**src/logic/rv_alu_pkg.sv**
```systemverilog
//////////////////////////////////////////////////////////////////////
// RV32I integer subset: OP, OP-IMM and LUI only, no CSR or memory
// every other opcode decodes as illegal
//////////////////////////////////////////////////////////////////////
package rv_alu_pkg;

    localparam int XLEN       = 32;
    localparam int REG_ADDR_W = 5;
    localparam int NUM_REGS   = 32;
    localparam int SHAMT_W    = 5;

    localparam logic [6:0] OPC_OP     = 7'b0110011;
    localparam logic [6:0] OPC_OP_IMM = 7'b0010011;
    localparam logic [6:0] OPC_LUI    = 7'b0110111;

    localparam logic [2:0] F3_ADD_SUB = 3'b000;
    localparam logic [2:0] F3_SLL     = 3'b001;
    localparam logic [2:0] F3_SLT     = 3'b010;
    localparam logic [2:0] F3_SLTU    = 3'b011;
    localparam logic [2:0] F3_XOR     = 3'b100;
    localparam logic [2:0] F3_SR      = 3'b101;
    localparam logic [2:0] F3_OR      = 3'b110;
    localparam logic [2:0] F3_AND     = 3'b111;

    localparam logic [6:0] F7_BASE = 7'b0000000;
    localparam logic [6:0] F7_ALT  = 7'b0100000;

    typedef struct packed {
        logic [6:0]            funct7;
        logic [REG_ADDR_W-1:0] rs2;
        logic [REG_ADDR_W-1:0] rs1;
        logic [2:0]            funct3;
        logic [REG_ADDR_W-1:0] rd;
        logic [6:0]            opcode;
    } r_form_t;

    typedef struct packed {
        logic [11:0]           imm12;
        logic [REG_ADDR_W-1:0] rs1;
        logic [2:0]            funct3;
        logic [REG_ADDR_W-1:0] rd;
        logic [6:0]            opcode;
    } i_form_t;

    typedef struct packed {
        logic [19:0]           imm20;
        logic [REG_ADDR_W-1:0] rd;
        logic [6:0]            opcode;
    } u_form_t;

    // one instruction word, three encodings
    typedef union packed {
        logic [31:0] raw;
        r_form_t     r_form;
        i_form_t     i_form;
        u_form_t     u_form;
    } inst_word_u;

    typedef enum logic [3:0] {
        ALU_ADD, ALU_SUB, ALU_SLL, ALU_SLT, ALU_SLTU, ALU_XOR,
        ALU_SRL, ALU_SRA, ALU_OR, ALU_AND, ALU_PASS_B
    } alu_op_e;

    typedef struct packed {
        alu_op_e               alu_op;
        logic [REG_ADDR_W-1:0] rd;
        logic [REG_ADDR_W-1:0] rs1;
        logic [REG_ADDR_W-1:0] rs2;
        // clear selects the immediate as operand b
        logic                  use_rs2;
        logic [XLEN-1:0]       imm;
        logic                  illegal;
        logic                  writes_rd;
    } decoded_op_t;

    typedef struct packed {
        logic [REG_ADDR_W-1:0] rd;
        logic [XLEN-1:0]       data;
        logic                  illegal;
    } result_t;

    typedef struct packed {
        logic                  en;
        logic [REG_ADDR_W-1:0] addr;
        logic [XLEN-1:0]       data;
    } reg_write_t;

endpackage

```
**src/logic/reg_file.sv**
```systemverilog
//////////////////////////////////////////////////////////////////////
// asynchronous reads, x0 is not stored and always reads zero
//////////////////////////////////////////////////////////////////////
`timescale 1ns/100ps

module reg_file (
    input  logic                              clk,
    input  logic                              rst,
    input  logic [rv_alu_pkg::REG_ADDR_W-1:0] rs1,
    input  logic [rv_alu_pkg::REG_ADDR_W-1:0] rs2,
    input  rv_alu_pkg::reg_write_t            wr,
    output logic [rv_alu_pkg::XLEN-1:0]       rs1_data,
    output logic [rv_alu_pkg::XLEN-1:0]       rs2_data
);
    import rv_alu_pkg::*;

    // registers 1 to 31 only
    logic [XLEN-1:0] regs [1:NUM_REGS-1];

    always_ff @(posedge clk or negedge rst) begin
        if (!rst) begin
            for (int i = 1; i < NUM_REGS; i++) begin
                regs[i] <= '0;
            end
        end else if (wr.en && wr.addr != '0) begin
            regs[wr.addr] <= wr.data;
        end
    end

    always_comb begin
        rs1_data = '0;
        if (rs1 != '0) begin
            rs1_data = regs[rs1];
        end
    end

    always_comb begin
        rs2_data = '0;
        if (rs2 != '0) begin
            rs2_data = regs[rs2];
        end
    end

endmodule

```
**src/logic/inst_decode.sv**
```systemverilog
//////////////////////////////////////////////////////////////////////
// illegal words leave with rd, rs1 and rs2 cleared
//////////////////////////////////////////////////////////////////////
`timescale 1ns/100ps

module inst_decode (
    input  logic                    clk,
    input  logic                    rst,
    input  rv_alu_pkg::inst_word_u  inst,
    input  logic                    inst_valid,
    output logic                    inst_ready,
    output rv_alu_pkg::decoded_op_t dec_op,
    output logic                    dec_valid,
    input  logic                    dec_ready
);
    import rv_alu_pkg::*;

    decoded_op_t dec_next;

    // funct3 mapping shared by register and immediate forms
    function automatic alu_op_e base_op(input logic [2:0] funct3);
        alu_op_e op;
        op = ALU_ADD;
        case (funct3)
            F3_ADD_SUB: op = ALU_ADD;
            F3_SLL:     op = ALU_SLL;
            F3_SLT:     op = ALU_SLT;
            F3_SLTU:    op = ALU_SLTU;
            F3_XOR:     op = ALU_XOR;
            F3_SR:      op = ALU_SRL;
            F3_OR:      op = ALU_OR;
            F3_AND:     op = ALU_AND;
        endcase
        return op;
    endfunction

    always_comb begin
        dec_next = '0;
        dec_next.alu_op = ALU_ADD;
        // opcode sits in the same bits for every form
        case (inst.raw[6:0])
            OPC_OP: begin
                dec_next.rd      = inst.r_form.rd;
                dec_next.rs1     = inst.r_form.rs1;
                dec_next.rs2     = inst.r_form.rs2;
                dec_next.use_rs2 = 1'b1;
                if (inst.r_form.funct7 == F7_BASE) begin
                    dec_next.alu_op = base_op(inst.r_form.funct3);
                end else if (inst.r_form.funct7 == F7_ALT && inst.r_form.funct3 == F3_ADD_SUB) begin
                    dec_next.alu_op = ALU_SUB;
                end else if (inst.r_form.funct7 == F7_ALT && inst.r_form.funct3 == F3_SR) begin
                    dec_next.alu_op = ALU_SRA;
                end else begin
                    dec_next.illegal = 1'b1;
                end
            end
            OPC_OP_IMM: begin
                dec_next.rd     = inst.i_form.rd;
                dec_next.rs1    = inst.i_form.rs1;
                dec_next.imm    = {{(XLEN-12){inst.i_form.imm12[11]}}, inst.i_form.imm12};
                dec_next.alu_op = base_op(inst.i_form.funct3);
                // shifts keep a funct7 code in the top immediate bits
                if (inst.i_form.funct3 == F3_SLL) begin
                    dec_next.illegal = (inst.i_form.imm12[11:5] != F7_BASE);
                end else if (inst.i_form.funct3 == F3_SR) begin
                    if (inst.i_form.imm12[11:5] == F7_ALT) begin
                        dec_next.alu_op = ALU_SRA;
                    end else if (inst.i_form.imm12[11:5] != F7_BASE) begin
                        dec_next.illegal = 1'b1;
                    end
                end
            end
            OPC_LUI: begin
                dec_next.rd     = inst.u_form.rd;
                dec_next.imm    = {inst.u_form.imm20, 12'b0};
                dec_next.alu_op = ALU_PASS_B;
            end
            default: dec_next.illegal = 1'b1;
        endcase
        // no register dependence for an illegal word
        if (dec_next.illegal) begin
            dec_next.rd  = '0;
            dec_next.rs1 = '0;
            dec_next.rs2 = '0;
        end
        dec_next.writes_rd = !dec_next.illegal;
    end

    assign inst_ready = !dec_valid || dec_ready;

    always_ff @(posedge clk or negedge rst) begin
        if (!rst) begin
            dec_valid <= 1'b0;
        end else if (inst_ready) begin
            dec_valid <= inst_valid;
        end
    end

    always_ff @(posedge clk) begin
        if (inst_valid && inst_ready) begin
            dec_op <= dec_next;
        end
    end

endmodule

```
**src/logic/operand_issue.sv**
```systemverilog
//////////////////////////////////////////////////////////////////////
// forwards the write that is leaving execute in the same cycle
// the issue register holds while exe_ready is low
//////////////////////////////////////////////////////////////////////
`timescale 1ns/100ps

module operand_issue (
    input  logic                        clk,
    input  logic                        rst,
    input  rv_alu_pkg::decoded_op_t     dec_op,
    input  logic                        dec_valid,
    output logic                        dec_ready,
    input  rv_alu_pkg::reg_write_t      wr,
    input  logic                        exe_ready,
    output rv_alu_pkg::decoded_op_t     iss_op,
    output logic [rv_alu_pkg::XLEN-1:0] opa,
    output logic [rv_alu_pkg::XLEN-1:0] opb,
    output logic                        iss_valid
);
    import rv_alu_pkg::*;

    logic [XLEN-1:0] rs1_data;
    logic [XLEN-1:0] rs2_data;
    logic [XLEN-1:0] rs1_val;
    logic [XLEN-1:0] rs2_val;
    logic [XLEN-1:0] opa_next;
    logic [XLEN-1:0] opb_next;

    reg_file rf_i (
        .clk      (clk),
        .rst      (rst),
        .rs1      (dec_op.rs1),
        .rs2      (dec_op.rs2),
        .wr       (wr),
        .rs1_data (rs1_data),
        .rs2_data (rs2_data)
    );

    // the register file only sees this write on the next edge
    always_comb begin
        rs1_val = rs1_data;
        rs2_val = rs2_data;
        if (wr.en && wr.addr == dec_op.rs1) begin
            rs1_val = wr.data;
        end
        if (wr.en && wr.addr == dec_op.rs2) begin
            rs2_val = wr.data;
        end
    end

    assign opa_next = rs1_val;
    assign opb_next = dec_op.use_rs2 ? rs2_val : dec_op.imm;

    assign dec_ready = !iss_valid || exe_ready;

    always_ff @(posedge clk or negedge rst) begin
        if (!rst) begin
            iss_valid <= 1'b0;
        end else if (dec_ready) begin
            iss_valid <= dec_valid;
        end
    end

    always_ff @(posedge clk) begin
        if (dec_valid && dec_ready) begin
            iss_op <= dec_op;
            opa    <= opa_next;
            opb    <= opb_next;
        end
    end

endmodule

```
**src/logic/alu_execute.sv**
```systemverilog
//////////////////////////////////////////////////////////////////////
// purely combinational, shifts use the low SHAMT_W bits of b
//////////////////////////////////////////////////////////////////////
`timescale 1ns/100ps

module alu_execute (
    input  rv_alu_pkg::decoded_op_t     iss_op,
    input  logic [rv_alu_pkg::XLEN-1:0] opa,
    input  logic [rv_alu_pkg::XLEN-1:0] opb,
    input  logic                        iss_valid,
    output rv_alu_pkg::result_t         exe_result,
    output logic                        exe_valid
);
    import rv_alu_pkg::*;

    logic [SHAMT_W-1:0] shamt;
    logic               lt_signed;
    logic               lt_unsigned;
    logic [XLEN-1:0]    alu_out;

    assign shamt       = opb[SHAMT_W-1:0];
    assign lt_signed   = $signed(opa) < $signed(opb);
    assign lt_unsigned = opa < opb;

    always_comb begin
        alu_out = '0;
        case (iss_op.alu_op)
            ALU_ADD:    alu_out = opa + opb;
            ALU_SUB:    alu_out = opa - opb;
            ALU_SLL:    alu_out = opa << shamt;
            ALU_SLT:    alu_out = {{(XLEN-1){1'b0}}, lt_signed};
            ALU_SLTU:   alu_out = {{(XLEN-1){1'b0}}, lt_unsigned};
            ALU_XOR:    alu_out = opa ^ opb;
            ALU_SRL:    alu_out = opa >> shamt;
            ALU_SRA:    alu_out = $unsigned($signed(opa) >>> shamt);
            ALU_OR:     alu_out = opa | opb;
            ALU_AND:    alu_out = opa & opb;
            // lui carries its value in the immediate
            ALU_PASS_B: alu_out = opb;
            default:    alu_out = '0;
        endcase
    end

    // illegal ops report zero data
    always_comb begin
        exe_result.rd      = iss_op.rd;
        exe_result.illegal = iss_op.illegal;
        exe_result.data    = iss_op.writes_rd ? alu_out : '0;
    end

    assign exe_valid = iss_valid;

endmodule

```
**src/logic/result_stage.sv**
```systemverilog
//////////////////////////////////////////////////////////////////////
// wr is live in the cycle a result loads, never for x0 or illegal
//////////////////////////////////////////////////////////////////////
`timescale 1ns/100ps

module result_stage (
    input  logic                   clk,
    input  logic                   rst,
    input  rv_alu_pkg::result_t    exe_result,
    input  logic                   exe_valid,
    output logic                   exe_ready,
    output rv_alu_pkg::reg_write_t wr,
    output rv_alu_pkg::result_t    result,
    output logic                   result_valid,
    input  logic                   result_ready
);
    import rv_alu_pkg::*;

    logic load;

    assign exe_ready = !result_valid || result_ready;
    assign load      = exe_valid && exe_ready;

    // register write on the same edge as the output register
    always_comb begin
        wr.en   = load && !exe_result.illegal && exe_result.rd != '0;
        wr.addr = exe_result.rd;
        wr.data = exe_result.data;
    end

    always_ff @(posedge clk or negedge rst) begin
        if (!rst) begin
            result_valid <= 1'b0;
        end else if (exe_ready) begin
            result_valid <= exe_valid;
        end
    end

    always_ff @(posedge clk) begin
        if (load) begin
            result <= exe_result;
        end
    end

endmodule

```
**src/logic/alu_pipeline.sv**
```systemverilog
//////////////////////////////////////////////////////////////////////
// three stages, result two edges after acceptance without stalls
// both streams use valid/ready, results stay in order
//////////////////////////////////////////////////////////////////////
`timescale 1ns/100ps

module alu_pipeline (
    input  logic                   clk,
    input  logic                   rst,
    input  rv_alu_pkg::inst_word_u inst,
    input  logic                   inst_valid,
    output logic                   inst_ready,
    output rv_alu_pkg::result_t    result,
    output logic                   result_valid,
    input  logic                   result_ready
);
    import rv_alu_pkg::*;

    decoded_op_t     dec_op;
    logic            dec_valid;
    logic            dec_ready;
    decoded_op_t     iss_op;
    logic [XLEN-1:0] opa;
    logic [XLEN-1:0] opb;
    logic            iss_valid;
    result_t         exe_result;
    logic            exe_valid;
    logic            exe_ready;
    reg_write_t      wr;

    inst_decode decode_i (
        .clk        (clk),
        .rst        (rst),
        .inst       (inst),
        .inst_valid (inst_valid),
        .inst_ready (inst_ready),
        .dec_op     (dec_op),
        .dec_valid  (dec_valid),
        .dec_ready  (dec_ready)
    );

    operand_issue issue_i (
        .clk       (clk),
        .rst       (rst),
        .dec_op    (dec_op),
        .dec_valid (dec_valid),
        .dec_ready (dec_ready),
        .wr        (wr),
        .exe_ready (exe_ready),
        .iss_op    (iss_op),
        .opa       (opa),
        .opb       (opb),
        .iss_valid (iss_valid)
    );

    alu_execute execute_i (
        .iss_op     (iss_op),
        .opa        (opa),
        .opb        (opb),
        .iss_valid  (iss_valid),
        .exe_result (exe_result),
        .exe_valid  (exe_valid)
    );

    result_stage result_i (
        .clk          (clk),
        .rst          (rst),
        .exe_result   (exe_result),
        .exe_valid    (exe_valid),
        .exe_ready    (exe_ready),
        .wr           (wr),
        .result       (result),
        .result_valid (result_valid),
        .result_ready (result_ready)
    );

endmodule

```
**config.mk**
```make
export PLATFORM = sky130hd
export DESIGN_NAME = alu_pipeline
export DESIGN_NICKNAME = d
export VERILOG_FILES = /design/src/logic/rv_alu_pkg.sv /design/src/logic/reg_file.sv /design/src/logic/inst_decode.sv /design/src/logic/operand_issue.sv /design/src/logic/alu_execute.sv /design/src/logic/result_stage.sv /design/src/logic/alu_pipeline.sv
export SDC_FILE = /design/constraint.sdc
export NUM_CORES = 2
export LEC_CHECK = 0
export BUFFER_PORTS_ARGS = -buffer_cell sky130_fd_sc_hd__buf_2
export CAP_MARGIN = 20
export CORE_UTILIZATION = 30
export CTS_CLUSTER_DIAMETER = 100
export CTS_CLUSTER_SIZE = 10
export DETAILED_ROUTE_END_ITERATION = 8
export GPL_TIMING_DRIVEN = 1
export SYNTH_ARGS = -nofsm -noshare
export SYNTH_HDL_FRONTEND = slang
export SYNTH_SLANG_ARGS = --single-unit
```
**constraint.sdc**
```tcl
create_clock -name clk -period 4.9 [get_ports clk]
set_clock_uncertainty 0.2 [all_clocks]
set_input_delay 0.98 -clock clk [delete_from_list [all_inputs] [get_ports clk]]
set_output_delay 0.98 -clock clk [all_outputs]
set_load 0.03 [all_outputs]
```
==> results.md <==
Status:
- The run finished, with violations left.
- The final reports fail on negative hold slack.

GRT:
- The first-pass GRT wire length is ~400 mm.
- The initial antenna violation count came to 22.
- Entering global routing, the biggest net connects 100 pins.
- The via count of the first global-routing pass is 54,990.
- The final global-route overflow total is 0.
- The overall routing resource usage is a little under a quarter.

Power:
- The cell-internal power is 16.79 mW.
- The power density of the placed cells is 315.8 nW/um^2.
- For this design the total switching power over the nets is approximately 7.8 mW.
- Of the total power, registers draw 42.3%.
- Of the total power, the share spent switching nets is 31.75%.
- Of the total power, the clock network draws between 30% and 40%.
- The largest vdd supply drop is approximately 0.26 mV.
- For this design the static power due to leakage is 31.98 nW.
- The combinational share of power is 19.5%.

Flow run:
- The number of max-cap violations is 0.

Floorplanning:
- The core region area is roughly 230,000 sq um.
- The initial core utilization is between 30 and 40%.
- The floorplan has about 170 rows.
- The floorplan step defined a die boundary enclosing around 230,000 sq um.
- Measured along the y axis, the die boundary spans 478.7 um.
- The floorplan step set the die width to about 480 um.
- 76 I/O pins were placed.

STA:
- The worst hold-check slack is -0.02049 ns.
- The number of max-slew violations in the final report is 0.
- The post-layout minimum cycle time is 4.890 ns.
- The hold violation count in the final report is 4.
- The final clock period utilization by the worst path is between 90% and 100%.
- At the pin with the least slew margin, the transition time is 1.173 ns.
- Setup repair after global routing left no endpoint under its margin.
- Setup violations remaining at the end of the flow were counted as 0.
- In this run the tightest slew margin relative to its limit is between 20% and 30%.
- Based on the critical path, the design can be clocked at up to 0.2045 GHz.
- The total negative setup slack is 0 ns.

Critical path:
- The cell that appears most often on the critical path is buf_4.
- The critical path goes through buf_4 > clkinv_1 > buf_4 > a21oi_1 > o32a_1 > o21ba_2 > o22ai_1 > nor3_1 > nand3_1 > o21ai_4 > buf_4 > o21ai_0.
- Data on the critical path arrives at its endpoint at around 5.4 ns.
- The largest individual stage delay along the critical path comes from the cell clkinv_1.
- The type of element launching the critical path is a flip-flop.
- The kind of critical path is reg2reg.
- STA classifies the critical path endpoint as a flip-flop.
- The largest fanout of any net on the critical path is 28.
- The logic depth of the worst register-to-register path is 12.
- In this design, the stage delay of the slowest critical-path cell is around 0.56 ns.
- At the worst endpoint, the required time is roughly 5.4 ns.

Placement:
- The placed wire-length estimate after detailed placement is around 190 mm.
- The count of input and output buffers is 75.
- The placed instances occupy a cell area of around 74,000 sq um.
- Routability-driven placement finished with a final weighted congestion of between 1 and 1.5.

Yosys:
- The number of distinct library cell variants in the gate-level netlist after synthesis is between 90 and 100.
- The area share of the largest cell type after synthesis is 36.53%.
- By count the netlist is led by nand2_1 (1,126), dfrtp_1 (995), o21ai_0 (855).
- During synthesis, Yosys emitted a total of 0 warnings.
- The post-synthesis instance area is just under 70,000 sq um.
- The biggest area contributor in the post-synthesis netlist is dfrtp_1.
- Yosys attributes the largest share of cell area to dfrtp_1 (37%), mux4_2 (20%), edfxtp_1 (7.4%).
- After technology mapping, the gate count stands at 6,179.
- Yosys instantiated no cell more often than nand2_1.
- After synthesis, the share of flip-flops with an asynchronous set or reset is a little under nine tenths.
- Sequential elements use between 40 and 50% of the synthesized area.
- The number of enable-type register cells in the synthesized netlist is between 150 and 200.
- After synthesis, the mean cell area works out to 11.03 sq um.
- In this run, synthesis produced a sequential element count of roughly 1,200.
- When the netlist entered floorplanning its net count stood at 6,325.
- Among all flip-flop cells after synthesis, the most frequent one is dfrtp_1.

CTS:
- TritonCTS built the clock tree.
- The number of buffers on the longest clock path is 3.
- The clock root buffer master is clkbuf_16.
- Once the clock tree was built, the setup fixing pass inserted 0 buffers.
- The insertion delay to the later sink of the worst-skew pair is about 0.8 ns.
- Counting the buffers created by CTS gives 136.
- The cts-stage hold buffer count is 0.
- CTS built an H-tree with a depth of 4.
- Clock-pin slew was measured on the worst setup and hold paths at about 0.06 ns.
- The number of gates resized after CTS was 0.
- The tree built by TritonCTS fans out to between 1,000 and 1,500 sinks.

Routing:
- The via count normalized by instance count is ~6.0.
- The routed length per placed instance is 29.89 um.
- Once detail routing completed, the nets flagged for antenna violations numbered 0.
- Wire segments on met3 add up to 32.67 mm in the final route.
- The highest metal layer with signal wires is met5.
- For this block, the routed nets add up to 277.5 mm of wire.
- The total DRC errors in the routed layout is 0.
- The routed design uses approximately 120 mm of met2 wire.
- In the final routing, the length of wire on met1 measures about 110 mm.
- The total via count in the routed design is 55,670.
- The first routing iteration left between 7,000 and 8,000 violations.
- The first TritonRoute pass finished after 6 iterations.

Finish:
- The area added between synthesis and finish is 14.30%.
- The proportion of layout cells with a drive suffix above 1 is about a quarter.
- The number of nets in the finished design is 6,383.
- The final instance area is a little under 80,000 sq um.
- For this run, the share of the core covered by cells in the final layout is between 30 and 40%.

Hold path:
- The worst hold-check path type is in2async.
[logic make-up after synthesis]
group	synth area share [%]
compound gates	14.68
simple gates	10.18
mux	24.52
flops	43.88
buf+inv	4.383
xor+xnor	0.3084
fa+ha+maj	2.041
[state kept, by name (all words and copies together) (netlist names)]
| register | cells |
|---|---|
| issue_i.rf_i.regs | 992 |
| decode_i.dec_op | 54 |
| result_i.result | 38 |
| issue_i.opa | 32 |
| issue_i.opb | 32 |
| issue_i.iss_op | 11 |
| decode_i.dec_valid | 1 |
| issue_i.iss_valid | 1 |
| result_i.result_valid | 1 |
[metrics by stage]
| stage | setup WS (ns) | cells | power [mW] |
|---|---|---|---|
| 6_report | 0.01042 | 9284 | 24.60 |
| 5_1_grt | 0.09572 | 9281 | 25.31 |
| 4_1_cts | 0.2610 | 9278 | 24.60 |
| 3_5_place_dp | 0.3296 | 9090 | 15.23 |
| 3_3_place_gp | 0.3097 | 9090 | 15.21 |
| 2_1_floorplan | 0.7449 | 6179 | 13.12 |
[per-layer routing]
layer	GRT usage (%)	up-vias
met5	0	-
met4	12.49	8
met3	7.063	750
met2	35.27	3460
met1	31.64	28480
li1	-	22970
[final timing paths]
kind | startpoint | slack [ns] | end
min in group clk | inst_valid | 0.20 | decode_i.dec_valid
min | rst | -0.02 | issue_i.rf_i.regs[19]
min reg2reg | decode_i.dec_op[50] | 0.22 | issue_i.iss_op[50]
max | issue_i.opb[0] | 0.01 | issue_i.rf_i.regs[243]
max in group asynchronous | rst | 3.27 | issue_i.rf_i.regs[636]
max reg2reg | issue_i.opb[0] | 0.01 | issue_i.rf_i.regs[243]
[power by group through the flow]
stage	sequential [mW]	combinational [mW]	clock [mW]
detailed placement	10.6	4.67	0
finish	10.4	4.81	9.40
global placement	10.5	4.67	0
CTS	10.4	4.68	9.53
floorplan	10.5	2.61	0
global route	10.4	5.01	9.89
[cell type report]
class	count	area [sq um]
Timing Repair Buffer	498	4365
Inverter	130	488.0
Sequential cell	1162	29910
Clock inverter	18	314.1
Clock buffer	170	3552
Multi-Input combinational cell	4309	35520
Fill cell	22190	147400
Antenna cell	5	12.51
Tap cell	2992	3744
[cell usage in the layout, fill, tap and decap left out, drive strengths merged, types with 17 or more instances in the layout]
cell type	n
a211oi	40
a21o	30
a21oi	153
a221oi	20
a22o	160
a22oi	19
a31oi	26
and2	51
buf	498
clkbuf	170
dfrtp	995
edfxtp	167
ha	108
inv	137
mux2	135
mux2i	148
mux4	609
nand2	1126
nand2b	37
nand3	63
nor2	251
nor2b	26
nor3	49
nor4	24
o211ai	32
o21ai	922
o221ai	35
o22ai	42
o31ai	17
xnor2	18
[critical path: cells and delay by family (launching register included)]
kind	cells	cell delay [ns]
compound gates	6	1.72
buf+inv	4	1.68
flops	1	0.41
simple gates	2	0.67
(Power assumes the default switching activity.)
